==> config.mk <==
export PLATFORM = sky130hd
export DESIGN_NAME = bus_request_decode
export DESIGN_NICKNAME = d
export VERILOG_FILES = /design/src/hw/soc_bus_pkg.sv /design/src/hw/bus_request_decode.sv
export VERILOG_INCLUDE_DIRS = /design/src /design/src/hw
export SDC_FILE = /design/constraint.sdc
export NUM_CORES = 1
export LEC_CHECK = 0
export ABC_AREA = 1
export BUFFER_PORTS_ARGS = -buffer_cell sky130_fd_sc_hd__buf_2
export CORE_MARGIN = 10
export CORE_UTILIZATION = 25
export CTS_CLUSTER_DIAMETER = 40
export CTS_CLUSTER_SIZE = 8
export DETAILED_ROUTE_END_ITERATION = 8
export PLACE_DENSITY = 0.82
export RECOVER_POWER = 25
export SLEW_MARGIN = 40
export SYNTH_ARGS = -nofsm -noshare
export SYNTH_HDL_FRONTEND = slang
export SYNTH_SLANG_ARGS = --single-unit
==> constraint.sdc <==
create_clock -name clk_rv -period 0.9 [get_ports clk_rv]
set_input_delay 0 -clock clk_rv [delete_from_list [all_inputs] [get_ports clk_rv]]
set_output_delay 0 -clock clk_rv [all_outputs]
set_load 0.01 [all_outputs]
==> src/hw/soc_bus_config.svh <==
`ifndef SOC_BUS_CONFIG_SVH
`define SOC_BUS_CONFIG_SVH

// CPU port widths
`define SOC_ADDR_W      32
`define SOC_DATA_W      32
`define SOC_STRB_W      4

// ----------------------------------------------------------
// Memory map
// Local RAM at the bottom, 4 KiB
`define SOC_RAM_WORDS   1024
`define SOC_RAM_LIMIT   32'h0000_1000
// Single delay-select register, 4 bytes wide
`define SOC_CTRL_BASE   32'h0300_0000
// Text buffer, one character per word
`define SOC_VRAM_BASE   32'h0800_0000
`define SOC_VRAM_LIMIT  32'h0800_4000
// SDRAM window, 32 MiB
`define SOC_EXT_BASE    32'h0C00_0000
`define SOC_EXT_LIMIT   32'h0E00_0000
`define SOC_EXT_ADDR_W  25

// DDR delay tap select
`define SOC_DELAY_W     5

// ----------------------------------------------------------
// Display geometry
`define SOC_TEXT_COLS   80
`define SOC_TEXT_ROWS   25
`define SOC_COL_W       7
`define SOC_ROW_W       5
`define SOC_CHAR_W      7
`define SOC_VRAM_AW     12

`endif

==> src/hw/soc_bus_pkg.sv <==
`include "soc_bus_config.svh"

package soc_bus_pkg;

    // ----------------------------------------------------------
    // Decoded target of a CPU address
    typedef enum logic [2:0] {
        REGION_NONE = 3'd0,
        REGION_RAM  = 3'd1,
        REGION_CTRL = 3'd2,
        REGION_VRAM = 3'd3,
        REGION_EXT  = 3'd4
    } region_e;

    // ----------------------------------------------------------
    // Addressed part of a CPU request
    // Zero wstrb marks a read
    typedef struct packed {
        logic [`SOC_ADDR_W-1:0]     addr;
        logic [`SOC_DATA_W-1:0]     wdata;
        logic [`SOC_STRB_W-1:0]     wstrb;
    } bus_req_t;

    // Request toward the SDRAM window
    // Byte address inside the window only
    typedef struct packed {
        logic [`SOC_EXT_ADDR_W-1:0] addr;
        logic [`SOC_DATA_W-1:0]     wdata;
        logic [`SOC_STRB_W-1:0]     wstrb;
    } ext_req_t;

    // ----------------------------------------------------------
    // Character cell on screen
    typedef struct packed {
        logic [`SOC_COL_W-1:0]      col;
        logic [`SOC_ROW_W-1:0]      row;
    } disp_pos_t;

endpackage

==> src/hw/bus_request_decode.sv <==
`timescale 1ns/10ps
`include "soc_bus_config.svh"

module bus_request_decode (
    input  logic                        clk_rv,
    input  logic                        rst_rv,
    input  logic [`SOC_ADDR_W-1:0]      mem_la_addr,
    input  logic                        mem_valid,
    input  soc_bus_pkg::bus_req_t       mem_req,
    input  logic                        ext_ready,
    output logic                        mem_ready,
    output soc_bus_pkg::region_e        region,
    output logic [`SOC_STRB_W-1:0]      ram_wen,
    output logic                        ctrl_wen,
    output logic                        vram_wen,
    output logic                        ext_valid,
    output soc_bus_pkg::ext_req_t       ext_req
);
    import soc_bus_pkg::*;

    // Control register covers one word
    localparam logic [`SOC_ADDR_W-1:0] CTRL_LIMIT = `SOC_CTRL_BASE + 32'd4;

    region_e la_region;
    logic    pending;
    logic    is_write;
    logic    ready_next;

    // ----------------------------------------------------------
    // Look-ahead decode
    // Address arrives one cycle early, so the compare result is
    // registered and ready when mem_valid rises
    always_comb begin
        if (mem_la_addr < `SOC_RAM_LIMIT) begin
            la_region = REGION_RAM;
        end else if ((mem_la_addr >= `SOC_CTRL_BASE) && (mem_la_addr < CTRL_LIMIT)) begin
            la_region = REGION_CTRL;
        end else if ((mem_la_addr >= `SOC_VRAM_BASE) &&
                     (mem_la_addr < `SOC_VRAM_LIMIT)) begin
            la_region = REGION_VRAM;
        end else if ((mem_la_addr >= `SOC_EXT_BASE) &&
                     (mem_la_addr < `SOC_EXT_LIMIT)) begin
            la_region = REGION_EXT;
        end else begin
            // Hole in the map, reads come back as all ones
            la_region = REGION_NONE;
        end
    end

    always_ff @(posedge clk_rv) begin
        if (!rst_rv) begin
            region <= REGION_NONE;
        end else begin
            region <= la_region;
        end
    end

    // ----------------------------------------------------------
    // Per-target strobes
    // Access still open until the ready pulse
    assign pending  = mem_valid && !mem_ready;
    assign is_write = |mem_req.wstrb;

    // Byte lanes straight through for the RAM
    assign ram_wen  = (pending && (region == REGION_RAM)) ? mem_req.wstrb : '0;
    assign ctrl_wen = pending && is_write && (region == REGION_CTRL);
    assign vram_wen = pending && is_write && (region == REGION_VRAM);

    // SDRAM side held until its own ready
    assign ext_valid = pending && (region == REGION_EXT);
    assign ext_req   = '{
        addr:  mem_req.addr[`SOC_EXT_ADDR_W-1:0],
        wdata: mem_req.wdata,
        wstrb: mem_req.wstrb
    };

    // ----------------------------------------------------------
    // Ready generation
    // Local targets answer the cycle after mem_valid
    // External target answers the cycle after ext_ready
    always_comb begin
        if (region == REGION_EXT) begin
            ready_next = ext_valid && ext_ready;
        end else begin
            ready_next = pending;
        end
    end

    always_ff @(posedge clk_rv) begin
        if (!rst_rv) begin
            mem_ready <= 1'b0;
        end else begin
            mem_ready <= ready_next;
        end
    end

    // Exactly one ready pulse per access
    a_ready_single: assert property (
        @(posedge clk_rv) disable iff (!rst_rv)
        mem_ready |=> !mem_ready
    );

    // No SDRAM request for an address outside its window
    // Region was decoded from the look-ahead address
    a_ext_in_window: assert property (
        @(posedge clk_rv) disable iff (!rst_rv)
        ext_valid |-> ((mem_req.addr >= `SOC_EXT_BASE) &&
                       (mem_req.addr < `SOC_EXT_LIMIT))
    );

endmodule

## Yosys cells after proc, flatten, opt, wreduce, memory -nomap -nowiden

Cells that the tools add are included.

- Word-level logic and storage cells: 36
- Input bits: 104
- Memory bits (read-only): 0
- Latch bits: 0
- Output and inout port bits: 72
- RAM bits: 0
- Memories: 0
- Register bits: 4

- Reduce and logical (&&, ||, !) cells: 14
- Div/mod/pow operators: 0
- $lt $le $gt $ge: 7
- Multiplexer cells: 6
- Add/subtract/negate cells: 0
- Multipliers: 0
- Equality and inequality tests: 4
- Shift operators: 0
- Bitwise operators: 1

Operators by type and width:

| operator | number |
|---|---|
| $ge 32x28->1 const B | 2 |
| $lt 32x28->1 const B | 2 |
| $ge 32x26->1 const B | 1 |
| $lt 32x13->1 const B | 1 |
| $lt 32x26->1 const B | 1 |
| $logic_and 1x1->1 | 10 |
| $reduce_or 4->1 | 2 |
| $eq 3x2->1 const B | 2 |
| $mux 2 | 2 |
| $mux 4 | 1 |
| $eq 3x1->1 const B | 1 |
| $eq 3x3->1 const B | 1 |
| $mux 3 | 1 |
| $mux 1 | 2 |
| $reduce_or 2->1 | 1 |
| $logic_not 1->1 | 1 |
| $not 1->1 | 1 |

## Logic depth before layout (Yosys ltp)

- Depth after elaboration: 6
- Mapped depth: 8
- Gate-level depth less buffers: 8

## Least setup slack after synthesis

Ideal clock, no wire load.

- Path type: register to output
- From: register mem_ready
- To: output ctrl_wen
- Data arrival time: 954 ps
- Path buffers: 0
- Setup slack: -54 ps
- Data required time: 900 ps
- Stages on the path, launching flop included: 4
- Path through: dfxtp_1 > nor2_1 > o21ai_0 > nor4_1

- Word-level cells in the longest chain between the ends: 4

Ends and longest elaborated chain:

| item | line | RTL |
|---|---|---|
| start, declared | bus_request_decode.sv:11 | `output logic mem_ready,` |
| start signal, assigned | bus_request_decode.sv:93 | `mem_ready <= ready_next;` |
| $logic_not 1->1 | bus_request_decode.sv:61 | `assign pending = mem_valid && !mem_ready;` |
| $logic_and 1x1->1 | bus_request_decode.sv:61 |  |
| $logic_and 1x1->1 (2 in a row) | bus_request_decode.sv:66 | `assign ctrl_wen = pending && is_write && (region == REGION_CTRL);` |
| end, declared | bus_request_decode.sv:14 | `output logic ctrl_wen,` |

No other way between the ends.

## Final worst setup path

- From: register mem_ready
- To: output ram_wen[2]

- Word-level cells in the longest chain between the ends: 4

Ends and longest elaborated chain:

| item | line | RTL |
|---|---|---|
| $logic_not 1->1 | bus_request_decode.sv:61 |  |
| $logic_and 1x1->1 | bus_request_decode.sv:61 |  |
| $logic_and 1x1->1 | bus_request_decode.sv:65 | `assign ram_wen = (pending && (region == REGION_RAM)) ? mem_req.wstrb : '0;` |
| $mux 4 | bus_request_decode.sv:65 |  |
| end, declared | bus_request_decode.sv:13 | `` output logic [`SOC_STRB_W-1:0] ram_wen, `` |

No other way between the ends.

==> run summary <==
=================================================================================
Remaining DRCs                                                                  0
Logic depth of the worst register-to-register path                              3
Number of maximum-capacitance violations                                        0
Failing checks                                                       negative setup slack
Cell leakage power                                                       0.407 nW
Total die area                                                           6180 µm²
Worst hold stages                                                               0
Starting DRC count in detailed routing                                          9
Type of destination of the critical path                               output pin
Initial antenna violation count                                                 0
Part of the Yosys area used for sequential elements                         9.33%
Area Growth Syn to Fin                                                     -10.1%
Placement row count                                                            21
Routed via count                                                              733
Final number of setup-violating endpoints                                       7
Largest stage delay, worst path                                           0.32 ns
Most frequent cells in the layout                                    52 x buf_2, 28 x nor2_1, 14 x nand2_1
Min cycle time layout                                                     1.11 ns
Initial core utilization                                                    25.7%
Port bufs                                                                      52
Number of hold-repair buffers added at the cts stage                            0
Cts bufs inserted                                                               3
Cell family with most CP delay                                       simple AND/OR/NAND/NOR gates
Type of origin of the critical path                                          flop
Final standard cell count with taps included and fillers excluded             180
Maximum number of pins on one net before global-route repair                    7
Layout cell share with drive strength beyond 1                              50.7%
Total number of cells along the worst setup path                                4
HPWL after DPL                                                            1.97 mm
Combined global-route utilization of all metal layers                       6.77%
Worst clock skew                                                       0.00424 ns
Gate count after technology mapping                                           139
Global-route wire length before repair                                    3.46 mm
Die height                                                                78.6 µm
Number of I/O pins                                                            176
Worst hold slack across all endpoints                                0.00000337 ns
Count of warnings emitted by yosys                                              0
Leading area contributor after synthesis                                    buf_4
Data arrival time of the critical path                                    1.11 ns
Via count of the first global-routing pass                                    791
Kind of critical path                                                flop to output pin
Status                                                               complete, but fails checks
Worst hold path class                                                primary input to output pin
Final weighted congestion in routability-driven placement                   0.812
Core ar.                                                                 3340 µm²
Core utilization of the finished layout                                     23.1%
Total power divided by cell area                                       733 nW/µm²
Average cell area after synthesis                                        6.17 µm²
Mean number of vias per cell                                                 4.07
Instance area at placement                                                732 µm²
Synth top area cells                                                 buf_4 53%, nor2_1 13%, dfxtp_1 9.3%
Worst ir drop on vdd                                                     0.193 mV
Critical-path cell with the highest stage delay                           dfxtp_2
Max-slew headroom                                                           83.0%
CP bufs+invs                                                                    1
Cell area after synthesis                                                 858 µm²
Max frequency                                                             898 MHz
Clock tree from TritonCTS                                                     yes
Post-synthesis register bit count                                               4
Worst Path Max Fanout                                                           4
Die width                                                                 78.6 µm
Antenna viol nets, final                                                        0
Number of optimization iterations in the first detailed-route pass              3
Share of the synthesized area in the top cell type                          53.4%
Pins Over Slew Limit                                                            0
Setup WS post-layout                                                    -0.214 ns
Cell variety after synth                                                       14
Leading cell type in the layout, fill and taps excluded                     buf_2
Fin area                                                                  772 µm²
Clock buffer depth                                                              2
Total Nets Final                                                              240
WL final                                                                  2.18 mm
Slew of the pin with the lowest slew margin                              0.253 ns
Routed wirelength normalized by instance count                            12.1 µm
Number of H-tree levels                                                         1
Total global routing overflow                                                   0
Number of placed instances, taps included                                     177
Clock transition at the registers of the reported paths                   0.04 ns
Clock latency on the worst-skew pair                                      0.23 ns
Final number of hold-violating endpoints                                        0
CP Data Required Time                                                     0.90 ns
Root buffer cell                                                         clkbuf_4
Fin crit share                                                               124%
CTS sink cnt                                                                    4
Cell Chain, Critical Path                                            nor2_4 -> nand4_1 -> nor2_1 -> buf_2
Post-Syn Nets                                                                 243
Antenna fix cells                                                               0
RSZ-0062 raised after global routing                                         true
=================================================================================
## area by class of cell
| class | instances | area (µm²) |
|---|---|---|
| tap | 46 | 57.6 |
| timing repair buffer | 53 | 268 |
| clock buffer | 3 | 22.5 |
| sequential | 4 | 83.8 |
| multi-input combinational | 61 | 292 |
| inverter | 13 | 48.8 |
| fill | 400 | 2560 |
## per-layer routing
| metal | share of wire, % | track usage [%] |
|---|---|---|
| met5 | 0 | 0 |
| met4 | 6.8 | 6.63 |
| met3 | 15 | 4.33 |
| met2 | 41 | 9.70 |
| met1 | 37 | 6.43 |
## metrics by stage
step	setup TNS (ns)	total power, mW	setup slack, ns
3_5_place_dp	-0.146	0.348	-0.0647
4_1_cts	-1.36	0.579	-0.240
5_1_grt	-1.93	0.619	-0.320
3_3_place_gp	-0.0587	0.345	-0.0587
2_1_floorplan	0	0.516	0.00421
6_report	-1.22	0.566	-0.214
## flip-flops by register name, indices dropped and copies added, names as in the netlist
register,count
mem_ready,1
region,3
## worst reg2reg max path: cells and delay by family (launching register included)
| family | cells | cell delay (ns) |
|---|---|---|
| buf+inv | 1 | 0.06 |
| flops | 1 | 0.33 |
| simple gates | 2 | 0.29 |
## cells by family after synthesis
kind of cell	Yosys count	synth area share (%)
AOI/OAI and AO/OA	2	1.17
buffers and inverters	74	59.0
DFF	4	9.33
and+or+nand+nor	59	30.5
## cell usage after synthesis
master / n
a21oi_1: 1
buf_4: 61
dfxtp_1: 4
inv_1: 13
nand2_1: 14
nand3_1: 3
nand3b_1: 2
nand4_1: 1
nor2_1: 29
nor2_2: 3
nor2_4: 1
nor3_1: 3
nor4_1: 3
o21ai_0: 1
## power breakdown
group          switching (mW)  internal [mW]  leakage, nW  total, mW
clock                  0.0669          0.149       0.0138      0.216
sequential            0.00268          0.182       0.0338      0.184
combinational          0.0791         0.0870        0.360      0.166
## worst paths after layout
kind	slack [ns]	to	from
worst max register to register	0.11	mem_ready	region[2]
worst min register to register	0.55	mem_ready	mem_ready
worst min-delay path	0.000003	ext_req[57]	mem_req[57]
worst max-delay path	-0.21	ram_wen[2]	mem_ready
## timing repair
| action | in CTS | in global routing |
|---|---|---|
| setup endpoints to repair | 7 | 8 |
| buffers inserted | 0 | 0 |
| resized for setup | 7 | 2 |
| pin swaps | 4 | 3 |
Note: power is estimated with default switching activity, not from simulation.
