**src/hw/soc_bus_config.svh**
```systemverilog
`ifndef SOC_BUS_CONFIG_SVH
`define SOC_BUS_CONFIG_SVH

// CPU port widths
`define SOC_ADDR_W      32
`define SOC_DATA_W      32
`define SOC_STRB_W      4

// ----------------------------------------------------------
// Memory map
// Local RAM at the bottom, 4 KiB
`define SOC_RAM_WORDS   1024
`define SOC_RAM_LIMIT   32'h0000_1000
// Single delay-select register, 4 bytes wide
`define SOC_CTRL_BASE   32'h0300_0000
// Text buffer, one character per word
`define SOC_VRAM_BASE   32'h0800_0000
`define SOC_VRAM_LIMIT  32'h0800_4000
// SDRAM window, 32 MiB
`define SOC_EXT_BASE    32'h0C00_0000
`define SOC_EXT_LIMIT   32'h0E00_0000
`define SOC_EXT_ADDR_W  25

// DDR delay tap select
`define SOC_DELAY_W     5

// ----------------------------------------------------------
// Display geometry
`define SOC_TEXT_COLS   80
`define SOC_TEXT_ROWS   25
`define SOC_COL_W       7
`define SOC_ROW_W       5
`define SOC_CHAR_W      7
`define SOC_VRAM_AW     12

`endif

```
**src/hw/soc_bus_pkg.sv**
```systemverilog
`include "soc_bus_config.svh"

package soc_bus_pkg;

    // ----------------------------------------------------------
    // Decoded target of a CPU address
    typedef enum logic [2:0] {
        REGION_NONE = 3'd0,
        REGION_RAM  = 3'd1,
        REGION_CTRL = 3'd2,
        REGION_VRAM = 3'd3,
        REGION_EXT  = 3'd4
    } region_e;

    // ----------------------------------------------------------
    // Addressed part of a CPU request
    // Zero wstrb marks a read
    typedef struct packed {
        logic [`SOC_ADDR_W-1:0]     addr;
        logic [`SOC_DATA_W-1:0]     wdata;
        logic [`SOC_STRB_W-1:0]     wstrb;
    } bus_req_t;

    // Request toward the SDRAM window
    // Byte address inside the window only
    typedef struct packed {
        logic [`SOC_EXT_ADDR_W-1:0] addr;
        logic [`SOC_DATA_W-1:0]     wdata;
        logic [`SOC_STRB_W-1:0]     wstrb;
    } ext_req_t;

    // ----------------------------------------------------------
    // Character cell on screen
    typedef struct packed {
        logic [`SOC_COL_W-1:0]      col;
        logic [`SOC_ROW_W-1:0]      row;
    } disp_pos_t;

endpackage

```
**src/hw/bus_response_mux.sv**
```systemverilog
`timescale 1ns/10ps
`include "soc_bus_config.svh"

module bus_response_mux (
    input  logic                        clk_rv,
    input  logic                        rst_rv,
    input  soc_bus_pkg::region_e        region,
    input  logic                        ctrl_wen,
    input  logic [`SOC_DATA_W-1:0]      wdata,
    input  logic [`SOC_DELAY_W-1:0]     delay_sel_det,
    input  logic [`SOC_DATA_W-1:0]      ram_rdata,
    input  logic [`SOC_DATA_W-1:0]      ext_rdata,
    output logic [`SOC_DATA_W-1:0]      mem_rdata,
    output logic [`SOC_DELAY_W-1:0]     delay_sel
);
    import soc_bus_pkg::*;

    // SDRAM data held from the ext_ready cycle into the ready cycle
    logic [`SOC_DATA_W-1:0] ext_rdata_q;
    logic [`SOC_DATA_W-1:0] ctrl_rdata;

    // ----------------------------------------------------------
    // Delay-select register
    // Detected tap value loaded while in reset
    // CPU may override it afterwards
    always_ff @(posedge clk_rv) begin
        if (!rst_rv) begin
            delay_sel <= delay_sel_det;
        end else if (ctrl_wen) begin
            delay_sel <= wdata[`SOC_DELAY_W-1:0];
        end
    end

    assign ctrl_rdata = {{(`SOC_DATA_W-`SOC_DELAY_W){1'b0}}, delay_sel};

    // Sampled every cycle, only the ext_ready copy is ever used
    always_ff @(posedge clk_rv) begin
        ext_rdata_q <= ext_rdata;
    end

    // ----------------------------------------------------------
    // Read data select
    // Region was registered from the look-ahead address, so it
    // still matches the access when mem_ready is high
    always_comb begin
        case (region)
            REGION_RAM: begin
                mem_rdata = ram_rdata;
            end
            REGION_EXT: begin
                mem_rdata = ext_rdata_q;
            end
            REGION_CTRL: begin
                mem_rdata = ctrl_rdata;
            end
            // Text buffer is write-only from the CPU
            default: begin
                mem_rdata = '1;
            end
        endcase
    end

endmodule

```
**config.mk**
```make
export PLATFORM = sky130hd
export DESIGN_NAME = bus_response_mux
export DESIGN_NICKNAME = d
export VERILOG_FILES = /design/src/hw/soc_bus_pkg.sv /design/src/hw/bus_response_mux.sv
export VERILOG_INCLUDE_DIRS = /design/src /design/src/hw
export SDC_FILE = /design/constraint.sdc
export NUM_CORES = 1
export LEC_CHECK = 0
export ABC_AREA = 1
export ABC_CLOCK_PERIOD_IN_PS = 1000
export BUFFER_PORTS_ARGS = -buffer_cell sky130_fd_sc_hd__buf_2
export CAP_MARGIN = 20
export CORE_AREA = 2 2 59 83
export CTS_CLUSTER_SIZE = 30
export DETAILED_ROUTE_END_ITERATION = 10
export DIE_AREA = 0 0 61 85
export HOLD_SLACK_MARGIN = 0.03
export PLACE_DENSITY = 0.8
export SLEW_MARGIN = 25
export SYNTH_ARGS = -nofsm -noshare
export SYNTH_HDL_FRONTEND = slang
export SYNTH_SLANG_ARGS = --single-unit
```
**constraint.sdc**
```tcl
create_clock -name clk_rv -period 1 [get_ports clk_rv]
set_input_delay 0.05 -clock clk_rv [delete_from_list [all_inputs] [get_ports clk_rv]]
set_output_delay 0.05 -clock clk_rv [all_outputs]
set_load 0.1 [all_outputs]
```
After elaboration in Yosys (flattened, before gate mapping)

Cells that the tools add are included.

Register bits after elaboration: 37
Input bits: 107
Output and inout port bits: 37
Word-level logic and storage cells: 9

Eq/ne operators: 4
Mux-type cells: 3

Operator list:

| operator             | number |
|---|---|
| $pmux W32 S3         | 1 |
| $mux W5              | 2 |
| $eq A3 B1 Y1 const B | 1 |
| $eq A3 B2 Y1 const B | 1 |
| $eq A3 B3 Y1 const B | 1 |
| $ne A2 B1 Y1 const B | 1 |

Depth between registers and ports, before layout

Gate-level depths: netlist (run 1).

Word-level depth: 2
Gate-level depth with buffers: 7

Worst setup path before layout (run 1)

Ideal clock, no wire load.

Path type: reg2out
Start point: register delay_sel[0]
End point: output port mem_rdata[0]
Data arrival time: 1.849 ns
Setup slack: -0.899 ns
Cell stages (with the launch flop): 5
Buffers on the path: 0
Cells stage by stage: edfxtp_1 > nand4_1 > nand2_1 > nor2_1 > nand2_1

Word-level cells in the longest chain between the ends: 1

RTL lines:

| item                   | line                   | text |
|---|---|---|
| from (decl)            | bus_response_mux.sv:14 | `` output logic [`SOC_DELAY_W-1:0] delay_sel `` |
| from (signal assigned) | bus_response_mux.sv:28 | `delay_sel <= delay_sel_det;` |
| from (signal assigned) | bus_response_mux.sv:30 | `` delay_sel <= wdata[`SOC_DELAY_W-1:0]; `` |
| $pmux W32 S3           | bus_response_mux.sv:46 | `case (region)` |
| to (decl)              | bus_response_mux.sv:13 | `` output logic [`SOC_DATA_W-1:0] mem_rdata, `` |

No other way between the ends.

Worst setup path in the final report (run 1)

Start point: register delay_sel[1]
End point: output port mem_rdata[1]

Same word-level chain as after synthesis.

==> results of run 1 <==
power by group through the flow:
stage	clock (mW)	sequential (mW)	combinational [mW]
after global placement	0	1.66	2.47
after detailed placement	0	1.67	2.51
after global routing	1.40	1.65	2.95
after floorplan	0	1.83	1.40
after CTS	1.35	1.63	2.73
final	1.35	1.65	2.88
worst min-delay path by stage:
stage,start,to,slack [ns],cells after the start
floorplan,ext_rdata[0],ext_rdata_q[0],0.08,0
global placement,ext_rdata[22],ext_rdata_q[22],0.15,1
detailed placement,ext_rdata[26],ext_rdata_q[26],0.15,1
CTS,delay_sel_det[3],delay_sel[3],0.06,2
global route,delay_sel_det[2],delay_sel[2],0.07,2
finish,wdata[4],delay_sel[4],0.07,2
cell type report:
cell class                 instances  area share, %
timing repair buffer             178           46.0
multi-input combinational        123           27.3
sequential                        37           19.2
inverter                          10           2.14
clock buffer                       7           2.08
tap                               62           1.87
timing repair inverter             2          0.784
clock inverter                     1          0.723
what timing repair did:
action | 4_1_cts | 5_1_grt
resized for setup | 28 | 51
gates cloned | 2 | 3
hold buffers | 32 | 0
endpoints found under the setup margin | 37 | 37
pin swaps | 7 | 13
setup buffers | 8 | 7
hold endpoints to repair | 32 | 0
routing by layer:
layer	track usage, %	routed length [um]	up-vias
met1	24.7	2700	1015
met2	54.9	5020	151
li1	-	-	937
met4	17.0	671	0
met5	0	0	-
met3	7.16	509	60
layout by cell type, fill, tap and decap left out:
master / Yosys / layout
clkinv_8: 0 / 2
nand3_1: 24 / 5
nor2_8: 1 / 1
buf_6: 8 / 3
nand2_2: 1 / 21
bufinv_16: 0 / 1
buf_8: 0 / 1
edfxtp_1: 5 / 5
buf_12: 0 / 50
nand2_1: 65 / 31
buf_16: 0 / 1
buf_4: 0 / 14
nand2_4: 0 / 14
dlygate4sd3_1: 0 / 32
nor2_1: 10 / 5
nand3_4: 1 / 29
buf_2: 0 / 76
dfxtp_2: 0 / 4
mux2_2: 5 / 5
clkinv_16: 0 / 1
inv_6: 1 / 1
nor2_4: 1 / 2
clkbuf_8: 0 / 6
nand2_8: 1 / 1
inv_12: 0 / 1
clkbuf_1: 1 / 1
clkbuf_16: 0 / 1
nand4_1: 5 / 5
inv_1: 6 / 6
dfxtp_1: 32 / 28
inv_8: 0 / 1
nor2_2: 0 / 4
cell families after synthesis:
kind of cell,count (synthesis)
mux,5
flops,37
buf+inv,19
simple gates,118
state kept, by name, summed over array words and instances (netlist names):
register and flops:
delay_sel 5, ext_rdata_q 32
==> results.yml, run 1 <==
power_and_ir_drop:
  power.switching_mw: 2.32
  finalPower_mw: 5.88
  power.internal_mw: 3.56
  p_clk_share_pct: 23.0
  pwr-share-seq_pct: 28.0
  p_leak_nw: 1.90
  ir_worst_vdd_uv: 1910
  power.share.switching_pct: 39.5
  power.density_mw_per_mm2: 1420
  p_comb_share_pct: 49.0
clock_network:
  cts.reportedPaths.clkPinSlew_ns: 0.07
  cts_buffer_depth: 2
  cts_tree: "done"
  cts.htree.levels: 2
  root_buffer: "clkbuf_8"
  cts_buffers: 5
  clkSinkCount: 37
outcome:
  status: "finished, violations left"
  failed_checks: "negative setup slack"
logic_synthesis:
  synth-compound-area-share_pct: 0
  synth_commonest_cells: "nand2_1 (65), dfxtp_1 (32), nand3_1 (24)"
  synthAdderAreaFrac_pct: 0
  synth_top_area_share_pct: 40.4
  synthXorXnorAreaFrac_pct: 0
  synth_top_cell_by_area: "dfxtp_1"
  syn_inst: 179
  ys.flop_type: "dfxtp_1"
  yosys.area_share.simple_pct: 37.7
  avgSynthCellArea_um2: 8.86
  synth_top_family_by_area: "simple AND/OR/NAND/NOR gates"
  synth-seq-cells: 37
  synth_area_mm2: 0.00159
  yosys_warnings: 0
  netlist_top_cells_area: "dfxtp_1 (40%), nand2_1 (15%), edfxtp_1 (9.5%), nand3_1 (7.6%), nand3_2 (5.7%)"
  syn-num-nets: 286
  synth.most_common_cell: "nand2_1"
  synth_edf_count: 5
  ys_types: 19
  ys_async_sr_fraction_pct: 0
  muxShareOfSynthArea_pct: 3.55
  synth-seq-area-share_pct: 49.8
placed_design:
  preCtsSetupSlack_ns: -0.150
  gp_congestion: 0.780
  io_buffers: 116
  hpwl_um: 4250
  dpl_cell_area_mm2: 0.00325
  placed_cells: 366
sta:
  max_freq_mhz: 744
  setup_tns_ns: -4.89
  period_needed_ns: 1.34
  worst_slack_ns: -0.344
  finalHoldViolations: 0
  rsz0062_at_grt: "true"
  hold_ws_ns: 0.0732
  setup-violations-final: 37
  finalMaxSlewViolations: 0
  worstMarginPinSlew_ns: 0.224
  relSlewSlack_pct: 85.0
  final.period_utilization_pct: 134
finish:
  stdcell_area_mm2: 0.00415
  utilization_pct: 93.0
  multi_input_area_mm2: 0.00113
  instances_no_fill: 420
  nFillCells: 144
  drive_gt1_share_pct: 67.0
  final-seq-area_um2: 796
  final_nets: 464
  antenna_cells: 0
  syn_to_final_growth_pct: 162
floorplan:
  die_w_um: 61
  die_h_um: 85
  start_util_pct: 35.5
  placementRows: 29
  dieArea_mm2: 0.00519
  design.core.area_mm2: 0.00446
  io_pins: 144
global_route:
  grt_start_max_net_pins: 28
  grt_use_total_pct: 28.7
  grt_pass1_wl_um: 10800
  grt_pass1_vias: 2319
  grt-ovfl-total: 0
  antenna_found_initial: 0
detailed_routing:
  vias_per_cell: 5.15
  first_iter_violations: 67
  drt_pre_antenna_iters: 4
  drt_wl_total_um: 8900
  wl_per_cell_um: 21.2
  drc: 0
  final_antenna_net_count: 0
  num_vias: 2163
critical_path:
  crit_path_max_incr_delay_ns: 0.39
  cp-end-kind: "output port"
  slowest_stage: "edfxtp_1"
  crit_family: "simple AND/OR/NAND/NOR gates"
  crit_path_start: "delay_sel[1]"
  startpoint_type: "flop"
  crit_buf_inv: 1
  cp_cell_sequence: "nand4_1 -> nand2_2 -> nor2_4 -> nand2_4 -> buf_12"
  crit_arrival_ns: 1.29
  cp.depth: 5
  critical_path_class: "reg -> out"
  cp-endpoint: "mem_rdata[1]"
  required_ns: 0.95
  cp_max_fo: 2
flow_run:
  drv_cap: 0
hold_path:
  hp-class: "in -> reg"
No activity file was read; power rests on OpenSTA's default activity.
==> run 2: changes to the inputs <==
--- a/config.mk
+++ b/config.mk
@@ -8,9 +8,10 @@
 export LEC_CHECK = 0
 export ABC_AREA = 1
 export ABC_CLOCK_PERIOD_IN_PS = 1000
-export BUFFER_PORTS_ARGS = -buffer_cell sky130_fd_sc_hd__buf_2
+export BUFFER_PORTS_ARGS = -buffer_cell sky130_fd_sc_hd__clkbuf_2
 export CAP_MARGIN = 20
 export CORE_AREA = 2 2 59 83
+export CTS_BUF_LIST = sky130_fd_sc_hd__clkbuf_8 sky130_fd_sc_hd__clkbuf_16
 export CTS_CLUSTER_SIZE = 30
 export DETAILED_ROUTE_END_ITERATION = 10
 export DIE_AREA = 0 0 61 85
==> run 2 against run 1 <==
The flow still finishes with violations (negative setup slack). Wire length increased by 13%. Highest routed layer unchanged. Utilization increased by 1.6 points. Non-clock buffer count grew 3. Clock power is 9.6% higher. Count of clock-buffer cells in the layout down 1. Combinational power is 2% higher.
==> results.yml, run 2 (synthesis results as in run 1) <==
finish:
  antenna_cells: 0
  nFillCells: 115
  multi_input_area_mm2: 0.00118
  instances_no_fill: 421
  stdcell_area_mm2: 0.00422
  final_common_cell: "clkbuf_2"
  drive_gt1_share_pct: 66.9
  final-seq-area_um2: 793
  most-common-layout-cells: "clkbuf_2 (76), buf_12 (50), dlygate4sd3_1 (32)"
  top_regs: "ext_rdata_q x32, delay_sel x5"
  largest_reg_flops: 32
  syn_to_final_growth_pct: 166
  final_nets: 465
  regMostFlops: "ext_rdata_q"
global_route:
  grt_pass1_vias: 2409
  grt_start_max_net_pins: 28
  grt_pass1_wl_um: 12400
  grt_use_total_pct: 33.6
  grt-ovfl-total: 0
  antenna_found_initial: 0
clock_network:
  cts.reportedPaths.clkPinSlew_ns: 0.08
  clkSinkCount: 37
  cts_tree: "done"
  cts_buffer_depth: 2
  root_buffer: "clkbuf_8"
  cts.htree.levels: 2
  cts_buffers: 5
placed_design:
  dpl_cell_area_mm2: 0.00328
  placed_cells: 368
  hpwl_um: 4160
  gp_congestion: 0.771
  io_buffers: 116
floorplan:
  io_pins: 144
  design.core.area_mm2: 0.00446
  start_util_pct: 35.5
  dieArea_mm2: 0.00519
  die_h_um: 85
  die_w_um: 61
  placementRows: 29
flow_run:
  drv_cap: 0
sta:
  setup-violations-final: 37
  final.period_utilization_pct: 142
  worst_slack_ns: -0.420
  relSlewSlack_pct: 78.3
  rsz0062_at_grt: "true"
  hold_ws_ns: 0.0522
  finalMaxSlewViolations: 0
  setup_tns_ns: -7.26
  finalHoldViolations: 0
  period_needed_ns: 1.42
  worstMarginPinSlew_ns: 0.325
  max_freq_mhz: 704
detailed_routing:
  drc: 0
  final_antenna_net_count: 0
  vias_per_cell: 5.28
  num_vias: 2224
  drt_pre_antenna_iters: 4
  wl_per_cell_um: 23.9
  first_iter_violations: 113
  drt_wl_total_um: 10100
outcome:
  failed_checks: "negative setup slack"
  status: "finished, violations left"
hold_path:
  hp-start: "delay_sel_det[4]"
  hp-class: "in -> reg"
  worstHoldEndpoint: "delay_sel[4]"
  worstHoldPathCells: 2
critical_path:
  cp-end-kind: "output port"
  cp_max_fo: 2
  required_ns: 0.95
  crit_arrival_ns: 1.37
  critical_path_class: "reg -> out"
  startpoint_type: "flop"
power_and_ir_drop:
  p_leak_nw: 1.97
  power.density_mw_per_mm2: 1450
  finalPower_mw: 6.10
  ir_worst_vdd_uv: 1370
## run 2: cell count changes in the layout (fill, tap and decap cells not counted), sizes merged
| cell | delta |
|---|---|
| clkbuf | +78 |
| buf | -76 |
| clkinv | -1 |
## run 2: cell type report
| class | count | area share [%] |
|---|---|---|
| Multi-Input combinational cell | 123 | 27.9 |
| Clock buffer | 6 | 2.22 |
| Sequential cell | 37 | 18.8 |
| Clock inverter | 2 | 0.830 |
| Tap cell | 62 | 1.84 |
| Timing Repair Buffer | 181 | 46.6 |
| Inverter | 10 | 1.81 |
## run 2: timing repair
item	CTS	global route
hold endpoints to repair	32	0
gates resized for setup	42	43
setup buffers	10	7
pin swaps	18	25
gates cloned	3	1
hold buffers	32	0
endpoints found under the setup margin	37	37
## run 2: critical path, stage by stage, from the launching register on
cell,delay (ns)
edfxtp_1,0.44
nand4_1,0.14
nand2_2,0.11
nor2_4,0.14
nand2_4,0.07
buf_12,0.16
## run 2: layer usage
| metal | track usage (%) | routed length (um) | share of wire (%) |
|---|---|---|---|
| met1 | 30.8 | 3020 | 30 |
| met2 | 60.9 | 5400 | 54 |
| met3 | 9.30 | 794 | 7.9 |
| met4 | 21.7 | 863 | 8.6 |
| met5 | 0 | 0 | 0 |
## run 2: how the worst max path moves through the flow
| stage | from | to | slack, ns |
|---|---|---|---|
| 3_5_place_dp | region[1] | mem_rdata[12] | -0.16 |
| 4_1_cts | delay_sel[0] | mem_rdata[0] | -0.32 |
| 5_1_grt | delay_sel[2] | mem_rdata[2] | -0.42 |
| 3_3_place_gp | region[1] | mem_rdata[12] | -0.13 |
| 2_1_floorplan | delay_sel[0] | mem_rdata[0] | -0.51 |
| 6_report | delay_sel[2] | mem_rdata[2] | -0.42 |
## run 2: per-stage QoR
step	util, %	setup WS, ns
final	94.6	-0.420
after global routing	94.6	-0.422
after CTS	91.1	-0.318
after detailed placement	73.5	-0.161
after global placement	73.5	-0.130
after floorplan	-	-0.511
## run 2: power by group
group	leakage, nW	switching [mW]	internal, mW
Clock	0.0663	0.593	0.891
Combinational	1.58	1.77	1.18
Sequential	0.321	0.0675	1.60
